<file path="src/rtl/rv_defs.svh">
`ifndef RV_DEFS_SVH
`define RV_DEFS_SVH

`define RV_RESET_PC   32'h0000_0000
`define RV_NOP        32'h0000_0013

`define RV_OP_LUI     7'b0110111
`define RV_OP_AUIPC   7'b0010111
`define RV_OP_JAL     7'b1101111
`define RV_OP_JALR    7'b1100111
`define RV_OP_BRANCH  7'b1100011
`define RV_OP_LOAD    7'b0000011
`define RV_OP_STORE   7'b0100011
`define RV_OP_OPIMM   7'b0010011
`define RV_OP_OP      7'b0110011

// funct3 of OP and OP-IMM
`define RV_F3_ADD     3'b000
`define RV_F3_SLL     3'b001
`define RV_F3_SLT     3'b010
`define RV_F3_SLTU    3'b011
`define RV_F3_XOR     3'b100
`define RV_F3_SR      3'b101
`define RV_F3_OR      3'b110
`define RV_F3_AND     3'b111

// funct3 of BRANCH
`define RV_F3_BEQ     3'b000
`define RV_F3_BNE     3'b001
`define RV_F3_BLT     3'b100
`define RV_F3_BGE     3'b101
`define RV_F3_BLTU    3'b110
`define RV_F3_BGEU    3'b111

`define RV_ALU_ADD    4'd0
`define RV_ALU_SUB    4'd1
`define RV_ALU_SLL    4'd2
`define RV_ALU_SLT    4'd3
`define RV_ALU_SLTU   4'd4
`define RV_ALU_XOR    4'd5
`define RV_ALU_SRL    4'd6
`define RV_ALU_SRA    4'd7
`define RV_ALU_OR     4'd8
`define RV_ALU_AND    4'd9
`define RV_ALU_COPY_B 4'd10

`define RV_WB_ALU     3'd0
`define RV_WB_UIMM    3'd1
`define RV_WB_PC4     3'd2
`define RV_WB_LOAD    3'd3

// low bits of the load/store funct3
`define RV_SIZE_BYTE  2'b00
`define RV_SIZE_HALF  2'b01
`define RV_SIZE_WORD  2'b10

`define RV_FWD_NONE   2'b00
`define RV_FWD_EXMEM  2'b01
`define RV_FWD_MEMWB  2'b10

`endif

</file>
<file path="src/rtl/rv_pkg.sv">
`default_nettype none

package rv_pkg;

	// data, address or instruction
	typedef logic [31:0] word_t;

	typedef logic [4:0] reg_idx_t;

	typedef logic [3:0] alu_op_t;

	// same encoding as the branch funct3
	typedef logic [2:0] cmp_op_t;

	// alu, upper immediate, pc+4 or load
	typedef logic [2:0] wb_sel_t;

	typedef logic [1:0] mem_size_t;

	// one bit per byte lane
	typedef logic [3:0] byte_en_t;

endpackage

`default_nettype wire

</file>
<file path="src/rtl/fetch_stage.sv">
`timescale 1ns/1ps
`default_nettype none
`include "rv_defs.svh"

module fetch_stage (
	input logic clk,
	input logic rst,
	input logic load_pipeline,
	input logic stall,
	input logic flush,
	input rv_pkg::word_t target,
	input rv_pkg::word_t inst,
	output rv_pkg::word_t inst_addr,
	output rv_pkg::word_t ifid_pc,
	output rv_pkg::word_t ifid_inst,
	output logic ifid_valid
);
	import rv_pkg::*;

	word_t pc;
	word_t pc_next;

	assign inst_addr = pc;

	// taken branch or jump beats the load-use hold
	always_comb begin
		if (flush)
			pc_next = target;
		else if (stall)
			pc_next = pc;
		else
			pc_next = pc + 32'd4;
	end

	always_ff @(posedge clk) begin
		if (rst) begin
			pc <= `RV_RESET_PC;
			ifid_valid <= 1'b0;
			ifid_inst <= `RV_NOP;
		end else if (load_pipeline) begin
			pc <= pc_next;
			if (flush) begin
				ifid_valid <= 1'b0;
				ifid_inst <= `RV_NOP;
			end else if (!stall) begin
				ifid_valid <= 1'b1;
				ifid_inst <= inst;
			end
		end
	end

	always_ff @(posedge clk) begin
		if (load_pipeline && !stall)
			ifid_pc <= pc;
	end

endmodule

`default_nettype wire

</file>
<file path="src/rtl/decode_stage.sv">
`timescale 1ns/1ps
`default_nettype none
`include "rv_defs.svh"

module decode_stage (
	input logic clk,
	input logic rst,
	input logic load_pipeline,
	input logic stall,
	input logic flush,
	input rv_pkg::word_t ifid_pc,
	input rv_pkg::word_t ifid_inst,
	input logic ifid_valid,
	input logic wb_write,
	input rv_pkg::reg_idx_t wb_rd,
	input rv_pkg::word_t wb_data,
	output rv_pkg::reg_idx_t id_rs1,
	output rv_pkg::reg_idx_t id_rs2,
	output logic id_rs1_valid,
	output logic id_rs2_valid,
	output rv_pkg::word_t idex_pc,
	output rv_pkg::word_t idex_rs1_val,
	output rv_pkg::word_t idex_rs2_val,
	output rv_pkg::reg_idx_t idex_rs1,
	output rv_pkg::reg_idx_t idex_rs2,
	output rv_pkg::reg_idx_t idex_rd,
	output logic idex_rs1_valid,
	output logic idex_rs2_valid,
	output rv_pkg::word_t idex_imm,
	output rv_pkg::alu_op_t idex_alu_op,
	output logic idex_a_pc,
	output logic idex_b_imm,
	output logic idex_is_branch,
	output logic idex_is_jal,
	output logic idex_is_jalr,
	output rv_pkg::cmp_op_t idex_cmp_op,
	output logic idex_mem_read,
	output logic idex_mem_write,
	output rv_pkg::mem_size_t idex_mem_size,
	output logic idex_mem_unsigned,
	output rv_pkg::wb_sel_t idex_wb_sel,
	output logic idex_reg_write
);
	import rv_pkg::*;

	word_t regs [1:31];

	logic [6:0] opcode;
	logic [2:0] funct3;
	reg_idx_t rd;
	logic is_sub;
	word_t imm_i;
	word_t imm_s;
	word_t imm_b;
	word_t imm_u;
	word_t imm_j;
	word_t rs1_val;
	word_t rs2_val;
	alu_op_t f3_alu_op;
	word_t dec_imm;
	alu_op_t dec_alu_op;
	logic dec_a_pc;
	logic dec_b_imm;
	logic dec_is_branch;
	logic dec_is_jal;
	logic dec_is_jalr;
	logic dec_mem_read;
	logic dec_mem_write;
	wb_sel_t dec_wb_sel;
	logic dec_reg_write;
	logic kill;

	assign opcode = ifid_inst[6:0];
	assign rd = ifid_inst[11:7];
	assign funct3 = ifid_inst[14:12];
	assign id_rs1 = ifid_inst[19:15];
	assign id_rs2 = ifid_inst[24:20];
	assign is_sub = (opcode == `RV_OP_OP) && ifid_inst[30];

	assign imm_i = {{20{ifid_inst[31]}}, ifid_inst[31:20]};
	assign imm_s = {{20{ifid_inst[31]}}, ifid_inst[31:25], ifid_inst[11:7]};
	assign imm_b = {{19{ifid_inst[31]}}, ifid_inst[31], ifid_inst[7], ifid_inst[30:25],
		ifid_inst[11:8], 1'b0};
	assign imm_u = {ifid_inst[31:12], 12'h000};
	assign imm_j = {{11{ifid_inst[31]}}, ifid_inst[31], ifid_inst[19:12], ifid_inst[20],
		ifid_inst[30:21], 1'b0};

	// x0 reads zero, writeback bypasses the array
	assign rs1_val = (id_rs1 == '0) ? '0 :
		(wb_write && wb_rd == id_rs1) ? wb_data : regs[id_rs1];
	assign rs2_val = (id_rs2 == '0) ? '0 :
		(wb_write && wb_rd == id_rs2) ? wb_data : regs[id_rs2];

	always_ff @(posedge clk) begin
		if (load_pipeline && wb_write && wb_rd != '0)
			regs[wb_rd] <= wb_data;
	end

	always_comb begin
		case (funct3)
			`RV_F3_ADD: f3_alu_op = is_sub ? `RV_ALU_SUB : `RV_ALU_ADD;
			`RV_F3_SLL: f3_alu_op = `RV_ALU_SLL;
			`RV_F3_SLT: f3_alu_op = `RV_ALU_SLT;
			`RV_F3_SLTU: f3_alu_op = `RV_ALU_SLTU;
			`RV_F3_XOR: f3_alu_op = `RV_ALU_XOR;
			`RV_F3_SR: f3_alu_op = ifid_inst[30] ? `RV_ALU_SRA : `RV_ALU_SRL;
			`RV_F3_OR: f3_alu_op = `RV_ALU_OR;
			default: f3_alu_op = `RV_ALU_AND;
		endcase
	end

	// fence, system and unknown opcodes fall through as nops
	always_comb begin
		id_rs1_valid = 1'b0;
		id_rs2_valid = 1'b0;
		dec_reg_write = 1'b0;
		dec_mem_read = 1'b0;
		dec_mem_write = 1'b0;
		dec_is_branch = 1'b0;
		dec_is_jal = 1'b0;
		dec_is_jalr = 1'b0;
		dec_a_pc = 1'b0;
		dec_b_imm = 1'b1;
		dec_alu_op = `RV_ALU_ADD;
		dec_wb_sel = `RV_WB_ALU;
		dec_imm = imm_i;
		if (ifid_valid) begin
			case (opcode)
				`RV_OP_LUI: begin
					dec_reg_write = 1'b1;
					dec_alu_op = `RV_ALU_COPY_B;
					dec_wb_sel = `RV_WB_UIMM;
					dec_imm = imm_u;
				end
				`RV_OP_AUIPC: begin
					dec_reg_write = 1'b1;
					dec_a_pc = 1'b1;
					dec_imm = imm_u;
				end
				`RV_OP_JAL: begin
					dec_reg_write = 1'b1;
					dec_is_jal = 1'b1;
					dec_a_pc = 1'b1;
					dec_wb_sel = `RV_WB_PC4;
					dec_imm = imm_j;
				end
				`RV_OP_JALR: begin
					id_rs1_valid = 1'b1;
					dec_reg_write = 1'b1;
					dec_is_jalr = 1'b1;
					dec_wb_sel = `RV_WB_PC4;
				end
				`RV_OP_BRANCH: begin
					id_rs1_valid = 1'b1;
					id_rs2_valid = 1'b1;
					dec_is_branch = 1'b1;
					dec_a_pc = 1'b1;
					dec_imm = imm_b;
				end
				`RV_OP_LOAD: begin
					id_rs1_valid = 1'b1;
					dec_reg_write = 1'b1;
					dec_mem_read = 1'b1;
					dec_wb_sel = `RV_WB_LOAD;
				end
				`RV_OP_STORE: begin
					id_rs1_valid = 1'b1;
					id_rs2_valid = 1'b1;
					dec_mem_write = 1'b1;
					dec_imm = imm_s;
				end
				`RV_OP_OPIMM: begin
					id_rs1_valid = 1'b1;
					dec_reg_write = 1'b1;
					dec_alu_op = f3_alu_op;
				end
				`RV_OP_OP: begin
					id_rs1_valid = 1'b1;
					id_rs2_valid = 1'b1;
					dec_reg_write = 1'b1;
					dec_b_imm = 1'b0;
					dec_alu_op = f3_alu_op;
				end
				default: begin
				end
			endcase
		end
	end

	// bubble on load-use stall or redirect
	assign kill = stall || flush;

	always_ff @(posedge clk) begin
		if (rst) begin
			idex_rs1_valid <= 1'b0;
			idex_rs2_valid <= 1'b0;
			idex_reg_write <= 1'b0;
			idex_mem_read <= 1'b0;
			idex_mem_write <= 1'b0;
			idex_is_branch <= 1'b0;
			idex_is_jal <= 1'b0;
			idex_is_jalr <= 1'b0;
		end else if (load_pipeline) begin
			idex_rs1_valid <= id_rs1_valid && !kill;
			idex_rs2_valid <= id_rs2_valid && !kill;
			idex_reg_write <= dec_reg_write && !kill;
			idex_mem_read <= dec_mem_read && !kill;
			idex_mem_write <= dec_mem_write && !kill;
			idex_is_branch <= dec_is_branch && !kill;
			idex_is_jal <= dec_is_jal && !kill;
			idex_is_jalr <= dec_is_jalr && !kill;
		end
	end

	always_ff @(posedge clk) begin
		if (load_pipeline) begin
			idex_pc <= ifid_pc;
			idex_rs1_val <= rs1_val;
			idex_rs2_val <= rs2_val;
			idex_rs1 <= id_rs1;
			idex_rs2 <= id_rs2;
			idex_rd <= rd;
			idex_imm <= dec_imm;
			idex_alu_op <= dec_alu_op;
			idex_a_pc <= dec_a_pc;
			idex_b_imm <= dec_b_imm;
			idex_cmp_op <= funct3;
			idex_mem_size <= funct3[1:0];
			idex_mem_unsigned <= funct3[2];
			idex_wb_sel <= dec_wb_sel;
		end
	end

endmodule

`default_nettype wire

</file>
<file path="src/rtl/hazard_unit.sv">
`timescale 1ns/1ps
`default_nettype none
`include "rv_defs.svh"

module hazard_unit (
	input rv_pkg::reg_idx_t id_rs1,
	input rv_pkg::reg_idx_t id_rs2,
	input logic id_rs1_valid,
	input logic id_rs2_valid,
	input rv_pkg::reg_idx_t idex_rs1,
	input rv_pkg::reg_idx_t idex_rs2,
	input logic idex_rs1_valid,
	input logic idex_rs2_valid,
	input rv_pkg::reg_idx_t idex_rd,
	input logic idex_mem_read,
	input logic idex_reg_write,
	input rv_pkg::reg_idx_t exmem_rd,
	input logic exmem_reg_write,
	input rv_pkg::reg_idx_t memwb_rd,
	input logic memwb_reg_write,
	input logic redirect,
	output logic [1:0] fwd_a,
	output logic [1:0] fwd_b,
	output logic stall,
	output logic flush
);
	import rv_pkg::*;

	// source matches a live destination other than x0
	function automatic logic hit(input reg_idx_t src, input logic src_valid,
		input reg_idx_t dst, input logic dst_write);
		return src_valid && dst_write && (dst != '0) && (dst == src);
	endfunction

	// younger result in ex/mem wins
	assign fwd_a = hit(idex_rs1, idex_rs1_valid, exmem_rd, exmem_reg_write) ? `RV_FWD_EXMEM :
		hit(idex_rs1, idex_rs1_valid, memwb_rd, memwb_reg_write) ? `RV_FWD_MEMWB :
		`RV_FWD_NONE;
	assign fwd_b = hit(idex_rs2, idex_rs2_valid, exmem_rd, exmem_reg_write) ? `RV_FWD_EXMEM :
		hit(idex_rs2, idex_rs2_valid, memwb_rd, memwb_reg_write) ? `RV_FWD_MEMWB :
		`RV_FWD_NONE;

	// load data is only ready once the load reaches writeback
	assign stall = idex_mem_read &&
		(hit(id_rs1, id_rs1_valid, idex_rd, idex_reg_write) ||
		hit(id_rs2, id_rs2_valid, idex_rd, idex_reg_write));

	assign flush = redirect;

endmodule

`default_nettype wire

</file>
<file path="src/rtl/execute_stage.sv">
`timescale 1ns/1ps
`default_nettype none
`include "rv_defs.svh"

module execute_stage (
	input logic clk,
	input logic rst,
	input logic load_pipeline,
	input rv_pkg::word_t idex_pc,
	input rv_pkg::word_t idex_rs1_val,
	input rv_pkg::word_t idex_rs2_val,
	input rv_pkg::reg_idx_t idex_rd,
	input rv_pkg::word_t idex_imm,
	input rv_pkg::alu_op_t idex_alu_op,
	input logic idex_a_pc,
	input logic idex_b_imm,
	input logic idex_is_branch,
	input logic idex_is_jal,
	input logic idex_is_jalr,
	input rv_pkg::cmp_op_t idex_cmp_op,
	input logic idex_mem_read,
	input logic idex_mem_write,
	input rv_pkg::mem_size_t idex_mem_size,
	input logic idex_mem_unsigned,
	input rv_pkg::wb_sel_t idex_wb_sel,
	input logic idex_reg_write,
	input logic [1:0] fwd_a,
	input logic [1:0] fwd_b,
	input rv_pkg::word_t exmem_fwd_data,
	input rv_pkg::word_t wb_data,
	output logic redirect,
	output rv_pkg::word_t target,
	output rv_pkg::word_t exmem_alu,
	output rv_pkg::word_t exmem_store_data,
	output rv_pkg::word_t exmem_pc_plus4,
	output rv_pkg::word_t exmem_uimm,
	output rv_pkg::reg_idx_t exmem_rd,
	output logic exmem_reg_write,
	output rv_pkg::wb_sel_t exmem_wb_sel,
	output logic exmem_mem_read,
	output logic exmem_mem_write,
	output rv_pkg::mem_size_t exmem_mem_size,
	output logic exmem_mem_unsigned
);
	import rv_pkg::*;

	word_t rs1_fwd;
	word_t rs2_fwd;
	word_t alu_a;
	word_t alu_b;
	word_t alu_y;
	logic taken;

	function automatic word_t fwd_pick(input logic [1:0] sel, input word_t reg_val,
		input word_t ex_val, input word_t wb_val);
		case (sel)
			`RV_FWD_EXMEM: return ex_val;
			`RV_FWD_MEMWB: return wb_val;
			default: return reg_val;
		endcase
	endfunction

	assign rs1_fwd = fwd_pick(fwd_a, idex_rs1_val, exmem_fwd_data, wb_data);
	assign rs2_fwd = fwd_pick(fwd_b, idex_rs2_val, exmem_fwd_data, wb_data);
	assign alu_a = idex_a_pc ? idex_pc : rs1_fwd;
	assign alu_b = idex_b_imm ? idex_imm : rs2_fwd;

	always_comb begin
		case (idex_alu_op)
			`RV_ALU_SUB: alu_y = alu_a - alu_b;
			`RV_ALU_SLL: alu_y = alu_a << alu_b[4:0];
			`RV_ALU_SLT: alu_y = {31'b0, $signed(alu_a) < $signed(alu_b)};
			`RV_ALU_SLTU: alu_y = {31'b0, alu_a < alu_b};
			`RV_ALU_XOR: alu_y = alu_a ^ alu_b;
			`RV_ALU_SRL: alu_y = alu_a >> alu_b[4:0];
			`RV_ALU_SRA: alu_y = word_t'($signed(alu_a) >>> alu_b[4:0]);
			`RV_ALU_OR: alu_y = alu_a | alu_b;
			`RV_ALU_AND: alu_y = alu_a & alu_b;
			`RV_ALU_COPY_B: alu_y = alu_b;
			default: alu_y = alu_a + alu_b;
		endcase
	end

	always_comb begin
		case (idex_cmp_op)
			`RV_F3_BEQ: taken = rs1_fwd == rs2_fwd;
			`RV_F3_BNE: taken = rs1_fwd != rs2_fwd;
			`RV_F3_BLT: taken = $signed(rs1_fwd) < $signed(rs2_fwd);
			`RV_F3_BGE: taken = $signed(rs1_fwd) >= $signed(rs2_fwd);
			`RV_F3_BLTU: taken = rs1_fwd < rs2_fwd;
			`RV_F3_BGEU: taken = rs1_fwd >= rs2_fwd;
			default: taken = 1'b0;
		endcase
	end

	// the alu adds pc or rs1 to the offset for every redirect
	assign redirect = (idex_is_branch && taken) || idex_is_jal || idex_is_jalr;
	assign target = {alu_y[31:1], alu_y[0] & ~idex_is_jalr};

	always_ff @(posedge clk) begin
		if (rst) begin
			exmem_reg_write <= 1'b0;
			exmem_mem_read <= 1'b0;
			exmem_mem_write <= 1'b0;
		end else if (load_pipeline) begin
			exmem_reg_write <= idex_reg_write;
			exmem_mem_read <= idex_mem_read;
			exmem_mem_write <= idex_mem_write;
		end
	end

	always_ff @(posedge clk) begin
		if (load_pipeline) begin
			exmem_alu <= alu_y;
			exmem_store_data <= rs2_fwd;
			exmem_pc_plus4 <= idex_pc + 32'd4;
			exmem_uimm <= idex_imm;
			exmem_rd <= idex_rd;
			exmem_wb_sel <= idex_wb_sel;
			exmem_mem_size <= idex_mem_size;
			exmem_mem_unsigned <= idex_mem_unsigned;
		end
	end

endmodule

`default_nettype wire

</file>
<file path="src/rtl/memory_stage.sv">
`timescale 1ns/1ps
`default_nettype none
`include "rv_defs.svh"

module memory_stage (
	input logic clk,
	input logic rst,
	input logic load_pipeline,
	input rv_pkg::word_t exmem_alu,
	input rv_pkg::word_t exmem_store_data,
	input rv_pkg::word_t exmem_pc_plus4,
	input rv_pkg::word_t exmem_uimm,
	input rv_pkg::reg_idx_t exmem_rd,
	input logic exmem_reg_write,
	input rv_pkg::wb_sel_t exmem_wb_sel,
	input logic exmem_mem_read,
	input logic exmem_mem_write,
	input rv_pkg::mem_size_t exmem_mem_size,
	input logic exmem_mem_unsigned,
	input rv_pkg::word_t mem_rdata,
	output rv_pkg::word_t mem_address,
	output rv_pkg::word_t mem_wdata,
	output rv_pkg::byte_en_t mem_byte_enable,
	output logic dread,
	output logic dwrite,
	output rv_pkg::word_t exmem_fwd_data,
	output rv_pkg::word_t wb_data,
	output rv_pkg::reg_idx_t wb_rd,
	output logic wb_write
);
	import rv_pkg::*;

	byte_en_t size_mask;
	word_t memwb_result;
	reg_idx_t memwb_rd;
	logic memwb_reg_write;
	wb_sel_t memwb_wb_sel;
	mem_size_t memwb_mem_size;
	logic memwb_mem_unsigned;
	logic [1:0] memwb_lane;
	word_t load_shifted;
	word_t load_data;

	always_comb begin
		case (exmem_mem_size)
			`RV_SIZE_BYTE: size_mask = 4'b0001;
			`RV_SIZE_HALF: size_mask = 4'b0011;
			`RV_SIZE_WORD: size_mask = 4'b1111;
			default: size_mask = 4'b1111;
		endcase
	end

	assign mem_address = exmem_alu;
	assign mem_wdata = exmem_store_data << {exmem_alu[1:0], 3'b000};
	assign mem_byte_enable = size_mask << exmem_alu[1:0];
	// one strobe per access even when the pipeline holds
	assign dread = exmem_mem_read && load_pipeline;
	assign dwrite = exmem_mem_write && load_pipeline;

	always_comb begin
		case (exmem_wb_sel)
			`RV_WB_UIMM: exmem_fwd_data = exmem_uimm;
			`RV_WB_PC4: exmem_fwd_data = exmem_pc_plus4;
			default: exmem_fwd_data = exmem_alu;
		endcase
	end

	always_ff @(posedge clk) begin
		if (rst)
			memwb_reg_write <= 1'b0;
		else if (load_pipeline)
			memwb_reg_write <= exmem_reg_write;
	end

	always_ff @(posedge clk) begin
		if (load_pipeline) begin
			memwb_result <= exmem_fwd_data;
			memwb_rd <= exmem_rd;
			memwb_wb_sel <= exmem_wb_sel;
			memwb_mem_size <= exmem_mem_size;
			memwb_mem_unsigned <= exmem_mem_unsigned;
			memwb_lane <= exmem_alu[1:0];
		end
	end

	// read data arrives while the load sits in writeback
	assign load_shifted = mem_rdata >> {memwb_lane, 3'b000};

	always_comb begin
		case (memwb_mem_size)
			`RV_SIZE_BYTE: load_data = memwb_mem_unsigned ? {24'b0, load_shifted[7:0]} :
				{{24{load_shifted[7]}}, load_shifted[7:0]};
			`RV_SIZE_HALF: load_data = memwb_mem_unsigned ? {16'b0, load_shifted[15:0]} :
				{{16{load_shifted[15]}}, load_shifted[15:0]};
			default: load_data = load_shifted;
		endcase
	end

	assign wb_data = (memwb_wb_sel == `RV_WB_LOAD) ? load_data : memwb_result;
	assign wb_rd = memwb_rd;
	assign wb_write = memwb_reg_write;

endmodule

`default_nettype wire

</file>
<file path="src/rtl/rv_core.sv">
`timescale 1ns/1ps
`default_nettype none

module rv_core (
	input logic clk,
	input logic rst,
	input logic load_pipeline,
	input rv_pkg::word_t inst,
	input rv_pkg::word_t mem_rdata,
	output rv_pkg::word_t inst_addr,
	output rv_pkg::word_t mem_address,
	output rv_pkg::word_t mem_wdata,
	output rv_pkg::byte_en_t mem_byte_enable,
	output logic dread,
	output logic dwrite,
	output logic stall
);
	import rv_pkg::*;

	logic flush;
	logic redirect;
	word_t target;
	logic [1:0] fwd_a;
	logic [1:0] fwd_b;

	word_t ifid_pc;
	word_t ifid_inst;
	logic ifid_valid;

	reg_idx_t id_rs1;
	reg_idx_t id_rs2;
	logic id_rs1_valid;
	logic id_rs2_valid;

	word_t idex_pc;
	word_t idex_rs1_val;
	word_t idex_rs2_val;
	reg_idx_t idex_rs1;
	reg_idx_t idex_rs2;
	reg_idx_t idex_rd;
	logic idex_rs1_valid;
	logic idex_rs2_valid;
	word_t idex_imm;
	alu_op_t idex_alu_op;
	logic idex_a_pc;
	logic idex_b_imm;
	logic idex_is_branch;
	logic idex_is_jal;
	logic idex_is_jalr;
	cmp_op_t idex_cmp_op;
	logic idex_mem_read;
	logic idex_mem_write;
	mem_size_t idex_mem_size;
	logic idex_mem_unsigned;
	wb_sel_t idex_wb_sel;
	logic idex_reg_write;

	word_t exmem_alu;
	word_t exmem_store_data;
	word_t exmem_pc_plus4;
	word_t exmem_uimm;
	reg_idx_t exmem_rd;
	logic exmem_reg_write;
	wb_sel_t exmem_wb_sel;
	logic exmem_mem_read;
	logic exmem_mem_write;
	mem_size_t exmem_mem_size;
	logic exmem_mem_unsigned;
	word_t exmem_fwd_data;

	word_t wb_data;
	reg_idx_t wb_rd;
	logic wb_write;

	fetch_stage u_fetch (.*);

	decode_stage u_decode (.*);

	// the writeback outputs are the mem/wb destination
	hazard_unit u_hazard (
		.memwb_rd(wb_rd),
		.memwb_reg_write(wb_write),
		.*
	);

	execute_stage u_execute (.*);

	memory_stage u_memory (.*);

endmodule

`default_nettype wire

</file>
<file path="config.mk">
export PLATFORM = sky130hd
export DESIGN_NAME = rv_core
export DESIGN_NICKNAME = d
export VERILOG_FILES = /design/src/rtl/rv_pkg.sv /design/src/rtl/fetch_stage.sv /design/src/rtl/decode_stage.sv /design/src/rtl/hazard_unit.sv /design/src/rtl/execute_stage.sv /design/src/rtl/memory_stage.sv /design/src/rtl/rv_core.sv
export VERILOG_INCLUDE_DIRS = /design/src /design/src/rtl
export SDC_FILE = /design/constraint.sdc
export NUM_CORES = 2
export LEC_CHECK = 0
export ABC_CLOCK_PERIOD_IN_PS = 10900
export BUFFER_PORTS_ARGS = -buffer_cell sky130_fd_sc_hd__buf_2
export CAP_MARGIN = 25
export CORE_MARGIN = 2
export CORE_UTILIZATION = 35
export DETAILED_ROUTE_END_ITERATION = 6
export GPL_ROUTABILITY_DRIVEN = 0
export PLACE_DENSITY = 0.5
export SYNTH_ARGS = -nofsm -noshare
export SYNTH_HDL_FRONTEND = slang
export SYNTH_HIERARCHICAL = 1
export SYNTH_SLANG_ARGS = --single-unit
</file>
<file path="constraint.sdc">
create_clock -name clk -period 10.9 [get_ports clk]
set_input_delay 2.18 -clock clk [delete_from_list [all_inputs] [get_ports clk]]
set_output_delay 2.18 -clock clk [all_outputs]
set_load 0.005 [all_outputs]
</file>
# Word level (Yosys, flattened, before mapping)

Memories as Yosys holds them, arrays and structs flattened. A register that Yosys moved wholly into a read port is not among the register bits.
Cells that the tools add are included.

Register bits: 387
Memories: 1
Logic and storage cells: 218
RAM bits: 992

Memories:

| name          | depth | bits a word | read ports | clocked after Yosys merged registers in | write ports | RTL line           | RTL |
|---|---|---|---|---|---|---|---|
| u_decode.regs | 31    | 32          | 2          | 2                                       | 1           | decode_stage.sv:46 | `word_t regs [1:31];` |

Reductions and logical operators: 57
Bitwise gates (word level): 5
Multiplexer cells: 49
Shifts and indexed selects: 6
Equality and inequality tests: 48
Order comparisons: 6
Add/subtract/negate cells: 4

Operator list:

| operator                                      | count |
|---|---|
| one-hot mux 32 bit (10 select lines)          | 1 |
| 2-to-1 mux 32 bit                             | 9 |
| one-hot mux 32 bit (2 select lines)           | 4 |
| < comparator 32 bit                           | 4 |
| one-hot mux 31 bit (4 select lines)           | 1 |
| adder 32 x 3 -> 32 bit, second input constant | 2 |
| >= comparator 32 bit                          | 2 |
| left shift 32 x 5 -> 32 bit                   | 2 |
| >> shifter 32 x 5 -> 32 bit                   | 2 |
| logical AND 1 bit                             | 34 |
| adder 32 bit                                  | 1 |
| AND 32 bit                                    | 1 |
| == test 32 bit                                | 1 |
| != test 32 bit                                | 1 |
| OR 32 bit                                     | 1 |
| >>> shifter 32 x 5 -> 32 bit                  | 1 |
| subtractor 32 bit                             | 1 |
| bitwise XOR 32 bit                            | 1 |
| 2-to-1 mux 31 bit                             | 1 |
| == test 5 bit                                 | 6 |
| one-hot mux 4 bit (7 select lines)            | 1 |
| 2-to-1 mux 1 bit                              | 24 |
| == test 3 bit, second input constant          | 7 |
| == test 7 x 6 -> 1 bit, second input constant | 3 |
| 30 further kinds                              | 64 |

# Longest topological paths before layout

Depth after elaboration: 15
Mapped depth: 29
Mapped depth without buffers: 24

# Cells and area by module

The synthesis kept the hierarchy.

By module, submodules not included:

| module        | area each (sq um) | times used | sequential area each (sq um) | cells each |
|---|---|---|---|---|
| decode_stage  | 52437.8           | 1          | 34573.2                      | 2985 |
| execute_stage | 17241.5           | 1          | 4234.1                       | 2052 |
| fetch_stage   | 4182.8            | 1          | 2262.2                       | 425 |
| memory_stage  | 3669.8            | 1          | 1371.3                       | 434 |
| hazard_unit   | 417.9             | 1          | 0.0                          | 54 |

# Worst setup path before layout

Ideal clock, no wire load.

Kind: input to register
Start point: input mem_rdata[24]
End point: register u_fetch.pc[28], in the netlist u_fetch/inst_addr[28]
Arrival time: 8.386 ns
Path buffers: 5
Stages on the path: 24
Slack: 2.372 ns
Library setup time: 0.142 ns
Cell sequence: mux2_2 -> a21oi_1 -> o21ai_0 -> a221oi_2 -> a211oi_4 -> buf_6 -> buf_6 -> buf_6 -> buf_4 -> ha_1 -> inv_1 -> fa_1 -> or2_2 -> a221oi_1 -> nor4_1 -> o22ai_2 -> a31oi_1 -> o31ai_1 -> nor4_1 -> a2111oi_0 -> o21ai_1 -> buf_4 -> a22oi_1 -> o221ai_1

Elaborated cells on any way between the ends: 28

RTL lines:

| item                                        | RTL line                                 | RTL |
|---|---|---|
| start, declared                             | rv_core.sv:9                             | `input rv_pkg::word_t mem_rdata,` |
| >> shifter 32 x 5 -> 32 bit *               | memory_stage.sv:87                       | `assign load_shifted = mem_rdata >> {memwb_lane, 3'b000};` |
| 2-to-1 mux 32 bit, on equally long branches | memory_stage.sv:93, memory_stage.sv:91   |  |
| one-hot mux 32 bit (2 select lines) *       | memory_stage.sv:90                       | `case (memwb_mem_size)` |
| 2-to-1 mux 32 bit *                         | memory_stage.sv:99                       | `` assign wb_data = (memwb_wb_sel == `RV_WB_LOAD) ? load_data : memwb_result; `` |
| net wb_data[0]                              | rv_core.sv:71                            | `word_t wb_data;` |
| one-hot mux 32 bit (2 select lines)         | execute_stage.sv:56                      | `case (sel)` |
| 2-to-1 mux 32 bit, on equally long branches | execute_stage.sv:65, execute_stage.sv:66 |  |
| adder 32 bit, or another cell as far along  | execute_stage.sv:80                      | `default: alu_y = alu_a + alu_b;` |
| one-hot mux 32 bit (10 select lines) *      | execute_stage.sv:69                      | `case (idex_alu_op)` |
| net u_execute.alu_y[28]                     | execute_stage.sv:51                      | `word_t alu_y;` |
| 2-to-1 mux 32 bit *                         | fetch_stage.sv:27                        | `if (flush)` |
| end signal, assigned                        | fetch_stage.sv:37                        | `` pc <= `RV_RESET_PC; `` |
| end signal, assigned                        | fetch_stage.sv:41                        | `pc <= pc_next;` |
| end, declared                               | fetch_stage.sv:20                        | `word_t pc;` |

The timed path passes the listed nets; every way through them passes the cells marked *.
A chain may end at the register's enable or synchronous reset.

# Final worst setup path

Start point: input mem_rdata[31]
End point: register u_fetch.pc[29], in the netlist u_fetch/inst_addr[29]

Elaborated cells on any way between the ends: 31

RTL lines:

| item                                        | RTL line                                 | RTL |
|---|---|---|
| >> shifter 32 x 5 -> 32 bit *               | memory_stage.sv:87                       |  |
| 2-to-1 mux 32 bit, on equally long branches | memory_stage.sv:93, memory_stage.sv:91   |  |
| one-hot mux 32 bit (2 select lines) *       | memory_stage.sv:90                       |  |
| 2-to-1 mux 32 bit *                         | memory_stage.sv:99                       |  |
| net wb_data[16]                             | rv_core.sv:71                            |  |
| one-hot mux 32 bit (2 select lines)         | execute_stage.sv:56                      |  |
| 2-to-1 mux 32 bit, on equally long branches | execute_stage.sv:65, execute_stage.sv:66 |  |
| adder 32 bit, or another cell as far along  | execute_stage.sv:80                      |  |
| one-hot mux 32 bit (10 select lines) *      | execute_stage.sv:69                      |  |
| net target[29]                              | rv_core.sv:22                            | `word_t target;` |
| 2-to-1 mux 32 bit *                         | fetch_stage.sv:27                        |  |

Marks and branches as above.

==> impl_results.md <==
- CTS H-tree depth: 4
- RSZ-0062 raised after global routing: false
- Die width: around 480 microns
- Vias per std cell: between 6 and 7
- Clk buf depth: 3
- Synth top area cells: edfxtp_1, mux4_2, mux2i_1
- CP endpoint kind: flop
- Endpoint arrival time on the critical path: 9.40 ns
- Die height: between 400 and 500 microns
- Synth Area per Inst: 13.1 sq um
- Final worst slack: 2.25 ns
- Site row count: 173
- Io pins: 170
- Setup violations, final: 0
- Count leader, synth: edfxtp_1
- Routed wire length per instance: ~34 microns
- Setup_tns: 0 ns
- Syn nets: 6153
- R2R cell count: 26
- Hold Crit Start: u_decode/idex_wb_sel[0]$_SDFFCE_PN0P_
- Hold-critical path depth: 0
- Yosys reg bits: 1439
- Die area: approximately 230000 sq um
- Antenna Violating Nets Remaining: 0
- Initial antenna violation count: 17
- Final cell count without fillers: 9076
- Initial DRT Pass Iterations: 7
- Hold WC Path Type: flop to flop
- R2R Path Start: u_execute/exmem_rd[3]$_DFFE_PP_
- Cell leakage power: 29.3 nW
- Metal3 WL: 31.7 mm
- Unique masters post-synth: between 100 and 150
- CTS Hold Buffers Added: 0
- Fmax achieved: 0.116 GHz
- Setup WS pre-CTS: 1.59 ns
- Layout Skew: 0.0620 ns
- Num CTS Buffers: 156
- CTS tree: built
- Highest routed layer: met5
- Synth warn: 6
- VDD IR-drop max: 0.0999 mV
- Global-route wire length before repair: 428 mm
- Vias: 57390
- Ratio of final minimum period to clock period: 0.794
- Register area share after synthesis: 0.544
- Relative slew slack: 0.185
- Worst skew pair latency: 0.84 ns
- Dpl cells: 8774
- Met2 routed wirelength: 136 mm
- Status: finished, violations left
- DRC: 3
- Max_cap viols: 0
- Worst Hold End: u_execute/exmem_wb_sel[0]$_DFFE_PP_
- Fill cells: about 21000
- Worst-Margin Slew: 1.21 ns
- Effective utilization at floorplan: 0.351
- Synth area leader: edfxtp_1
- Final Hold Viols: 0
- GR Util All Layers: 0.267
- CTS Root Cell: clkbuf_16
- Largest net degree at the start of global routing: 99
- Wl on met1: 128 mm
- Setup CP Type: primary input to flop
- Ratio of cells with drive above 1 in the final layout: 0.201
- Mapped Area: 77900 sq um
- CP Launch Type: primary input
- Post-layout minimum cycle time: 8.65 ns
- Max FO, Critical Path: 35
- Clk pin slew, worst setup/hold paths: about 0.060 ns
- Final Max Slew Viols: 0
- Worst path required time: 11.65 ns
- Final WL: between 300 and 400 mm
- RR Endpoint: u_fetch/ifid_inst[20]$_SDFFE_PP0N_
- Top-area cell type share of the netlist area: 0.525
- Fraction of registers with async set/reset: 0
- Placed wire-length estimate: 206 mm
- Synth cell count leaders: edfxtp_1, nand2_1, mux4_2, nor2_1, mux2i_1
- Grt total ovfl: 0
- EDFF count, synth: between 1000 and 1500
- Cells after Synth: 5950
- Register-to-register setup slack: between 2 and 3 ns
- Area Overhead vs Synth: 11.4%
- Top_reg_cell synth: edfxtp_1
- Resized Gates After CTS: 0
- Core area: 222000 sq um
- Post-CTS Setup Bufs: 0
- Vias in the first global route: 54560
- P per Cell Area: 158 nW/um^2
- Iter 0 DRT Violations: 8276
- Sink Count: 1439
- Final Net Count: 6169
- Violated checks: design-rule violations
- Port Buffers: 169
[routing by layer]
metal / GRT usage / vias to the layer above
li1: - / 23595
met1: 0.372 / 29655
met2: 0.400 / 3495
met3: 0.0636 / 631
met4: 0.108 / 14
met5: 0 / -
[critical path, stage by stage]
cell	delay (ns)
buf_2	0.14
mux4_2	0.48
or2_1	0.24
nand3_1	0.41
nand3_1	0.13
buf_4	0.29
a221o_1	0.39
o21ai_0	0.18
o21ai_0	0.50
ha_1	0.68
inv_1	0.21
o31a_1	0.40
a311oi_1	0.64
nand3_1	0.15
nor3_1	0.53
nor2_1	0.23
o31ai_1	0.35
xnor2_1	0.10
o221ai_1	0.56
nor2_1	0.15
o32a_1	0.36
nand3_1	0.08
[registers in the layout (all words and copies together), names as in the netlist, 32 cells and up]
name                        flops
u_decode/idex_imm              32
u_decode/idex_rs1_val          32
u_memory/memwb_result          32
u_execute/exmem_alu            32
u_decode/regs                 992
u_execute/exmem_store_data     32
u_fetch/ifid_pc                32
u_fetch/ifid_inst              32
u_fetch/inst_addr              32
u_decode/idex_pc               32
u_execute/exmem_uimm           32
u_decode/idex_rs2_val          32
u_execute/exmem_pc_plus4       32
[report_power, final]
group          switching [W]  leakage [nW]  internal, W
Combinational        0.00155          13.6     0.000689
Sequential          0.000145          13.3      0.00630
Clock                0.00227          2.31      0.00282
Total                0.00396          29.3      0.00980
[area by class of cell]
cell class	instances	area, sq um	share of cell area
clock buffers	201	4100	0.0472
clock inverters	74	666	0.00766
repair buffers	367	2540	0.0292
multi-input cells	3842	32700	0.377
inverters	160	602	0.00693
well taps	2975	3720	0.0429
flip-flops and latches	1439	42500	0.489
diodes	18	45.0	0.000519
[how the worst max path moves through the flow]
stage,start,to,slack [ns],depth (start not counted)
2_1_floorplan,mem_rdata[24],u_fetch/inst_addr[28]$_SDFFE_PP0N_,2.37,24
3_3_place_gp,mem_rdata[31],u_fetch/ifid_inst[20]$_SDFFE_PP0N_,1.42,23
3_5_place_dp,mem_rdata[27],u_fetch/ifid_inst[20]$_SDFFE_PP0N_,1.59,24
4_1_cts,u_execute/exmem_rd[1]$_DFFE_PP_,u_fetch/ifid_inst[20]$_SDFFE_PP0N_,2.43,26
5_1_grt,u_execute/exmem_rd[3]$_DFFE_PP_,u_fetch/ifid_inst[20]$_SDFFE_PP0N_,2.09,27
6_report,mem_rdata[31],u_fetch/inst_addr[29]$_SDFFE_PP0N_,2.25,22
[through the flow]
| stage | power, W | hold WS (ns) | cell area (sq um) | utilization |
|---|---|---|---|---|
| after floorplan | 0.00780 | 0.400 | 77900 | - |
| after global placement | 0.00870 | 0.400 | 81800 | 0.369 |
| after detailed placement | 0.00871 | 0.405 | 81900 | 0.369 |
| after CTS | 0.0138 | 0.407 | 86700 | 0.391 |
| after global routing | 0.0141 | 0.417 | 86800 | 0.391 |
| final | 0.0138 | 0.402 | 86900 | 0.392 |
[cell families after synthesis]
group | Yosys count | share of synthesized area
flip-flops | 1439 | 0.544
AO/OA/AOI/OAI | 1409 | 0.127
AND/OR/NAND/NOR | 1403 | 0.0865
multiplexers | 806 | 0.169
buffers and inverters | 669 | 0.0410
adder cells (fa/ha/maj) | 136 | 0.0220
XOR/XNOR | 87 | 0.00978
other | 1 | 0.0000481
[placed cells by master, fill, tap and decap left out, types with 29 or more instances in the layout]
cell type  synthesis  final
nor4_1            48     48
nand4_1           55     55
xor2_1            40     40
a22o_1            56     56
o22ai_1           58     58
edfxtp_1        1362   1362
buf_2             91    170
nand2b_1          54     52
a221o_1           54     54
buf_4            120    178
ha_1             134    133
and3_1            40     40
nor2_4             0     32
a22oi_1          160    159
a31oi_1           33     33
clkbuf_16          0    156
inv_1            141    140
xnor2_1           47     47
clkinv_1           4     31
o221ai_1          35     35
mux4_2           402    402
a21o_1            29     29
nand2_1          444    444
nor3_1            76     76
dfxtp_1           77     69
a211o_1           46     46
mux2_2            60     60
nor2b_1           73     72
a21oi_1          308    300
and2_1            33     33
a221oi_1          51     51
clkbuf_1         237     42
a211oi_1          67     67
o21ai_0          241    230
mux2i_1          340    340
o211ai_1          43     43
nor2_1           370    336
nand3_1           97     97
(Power assumes the default switching activity.)
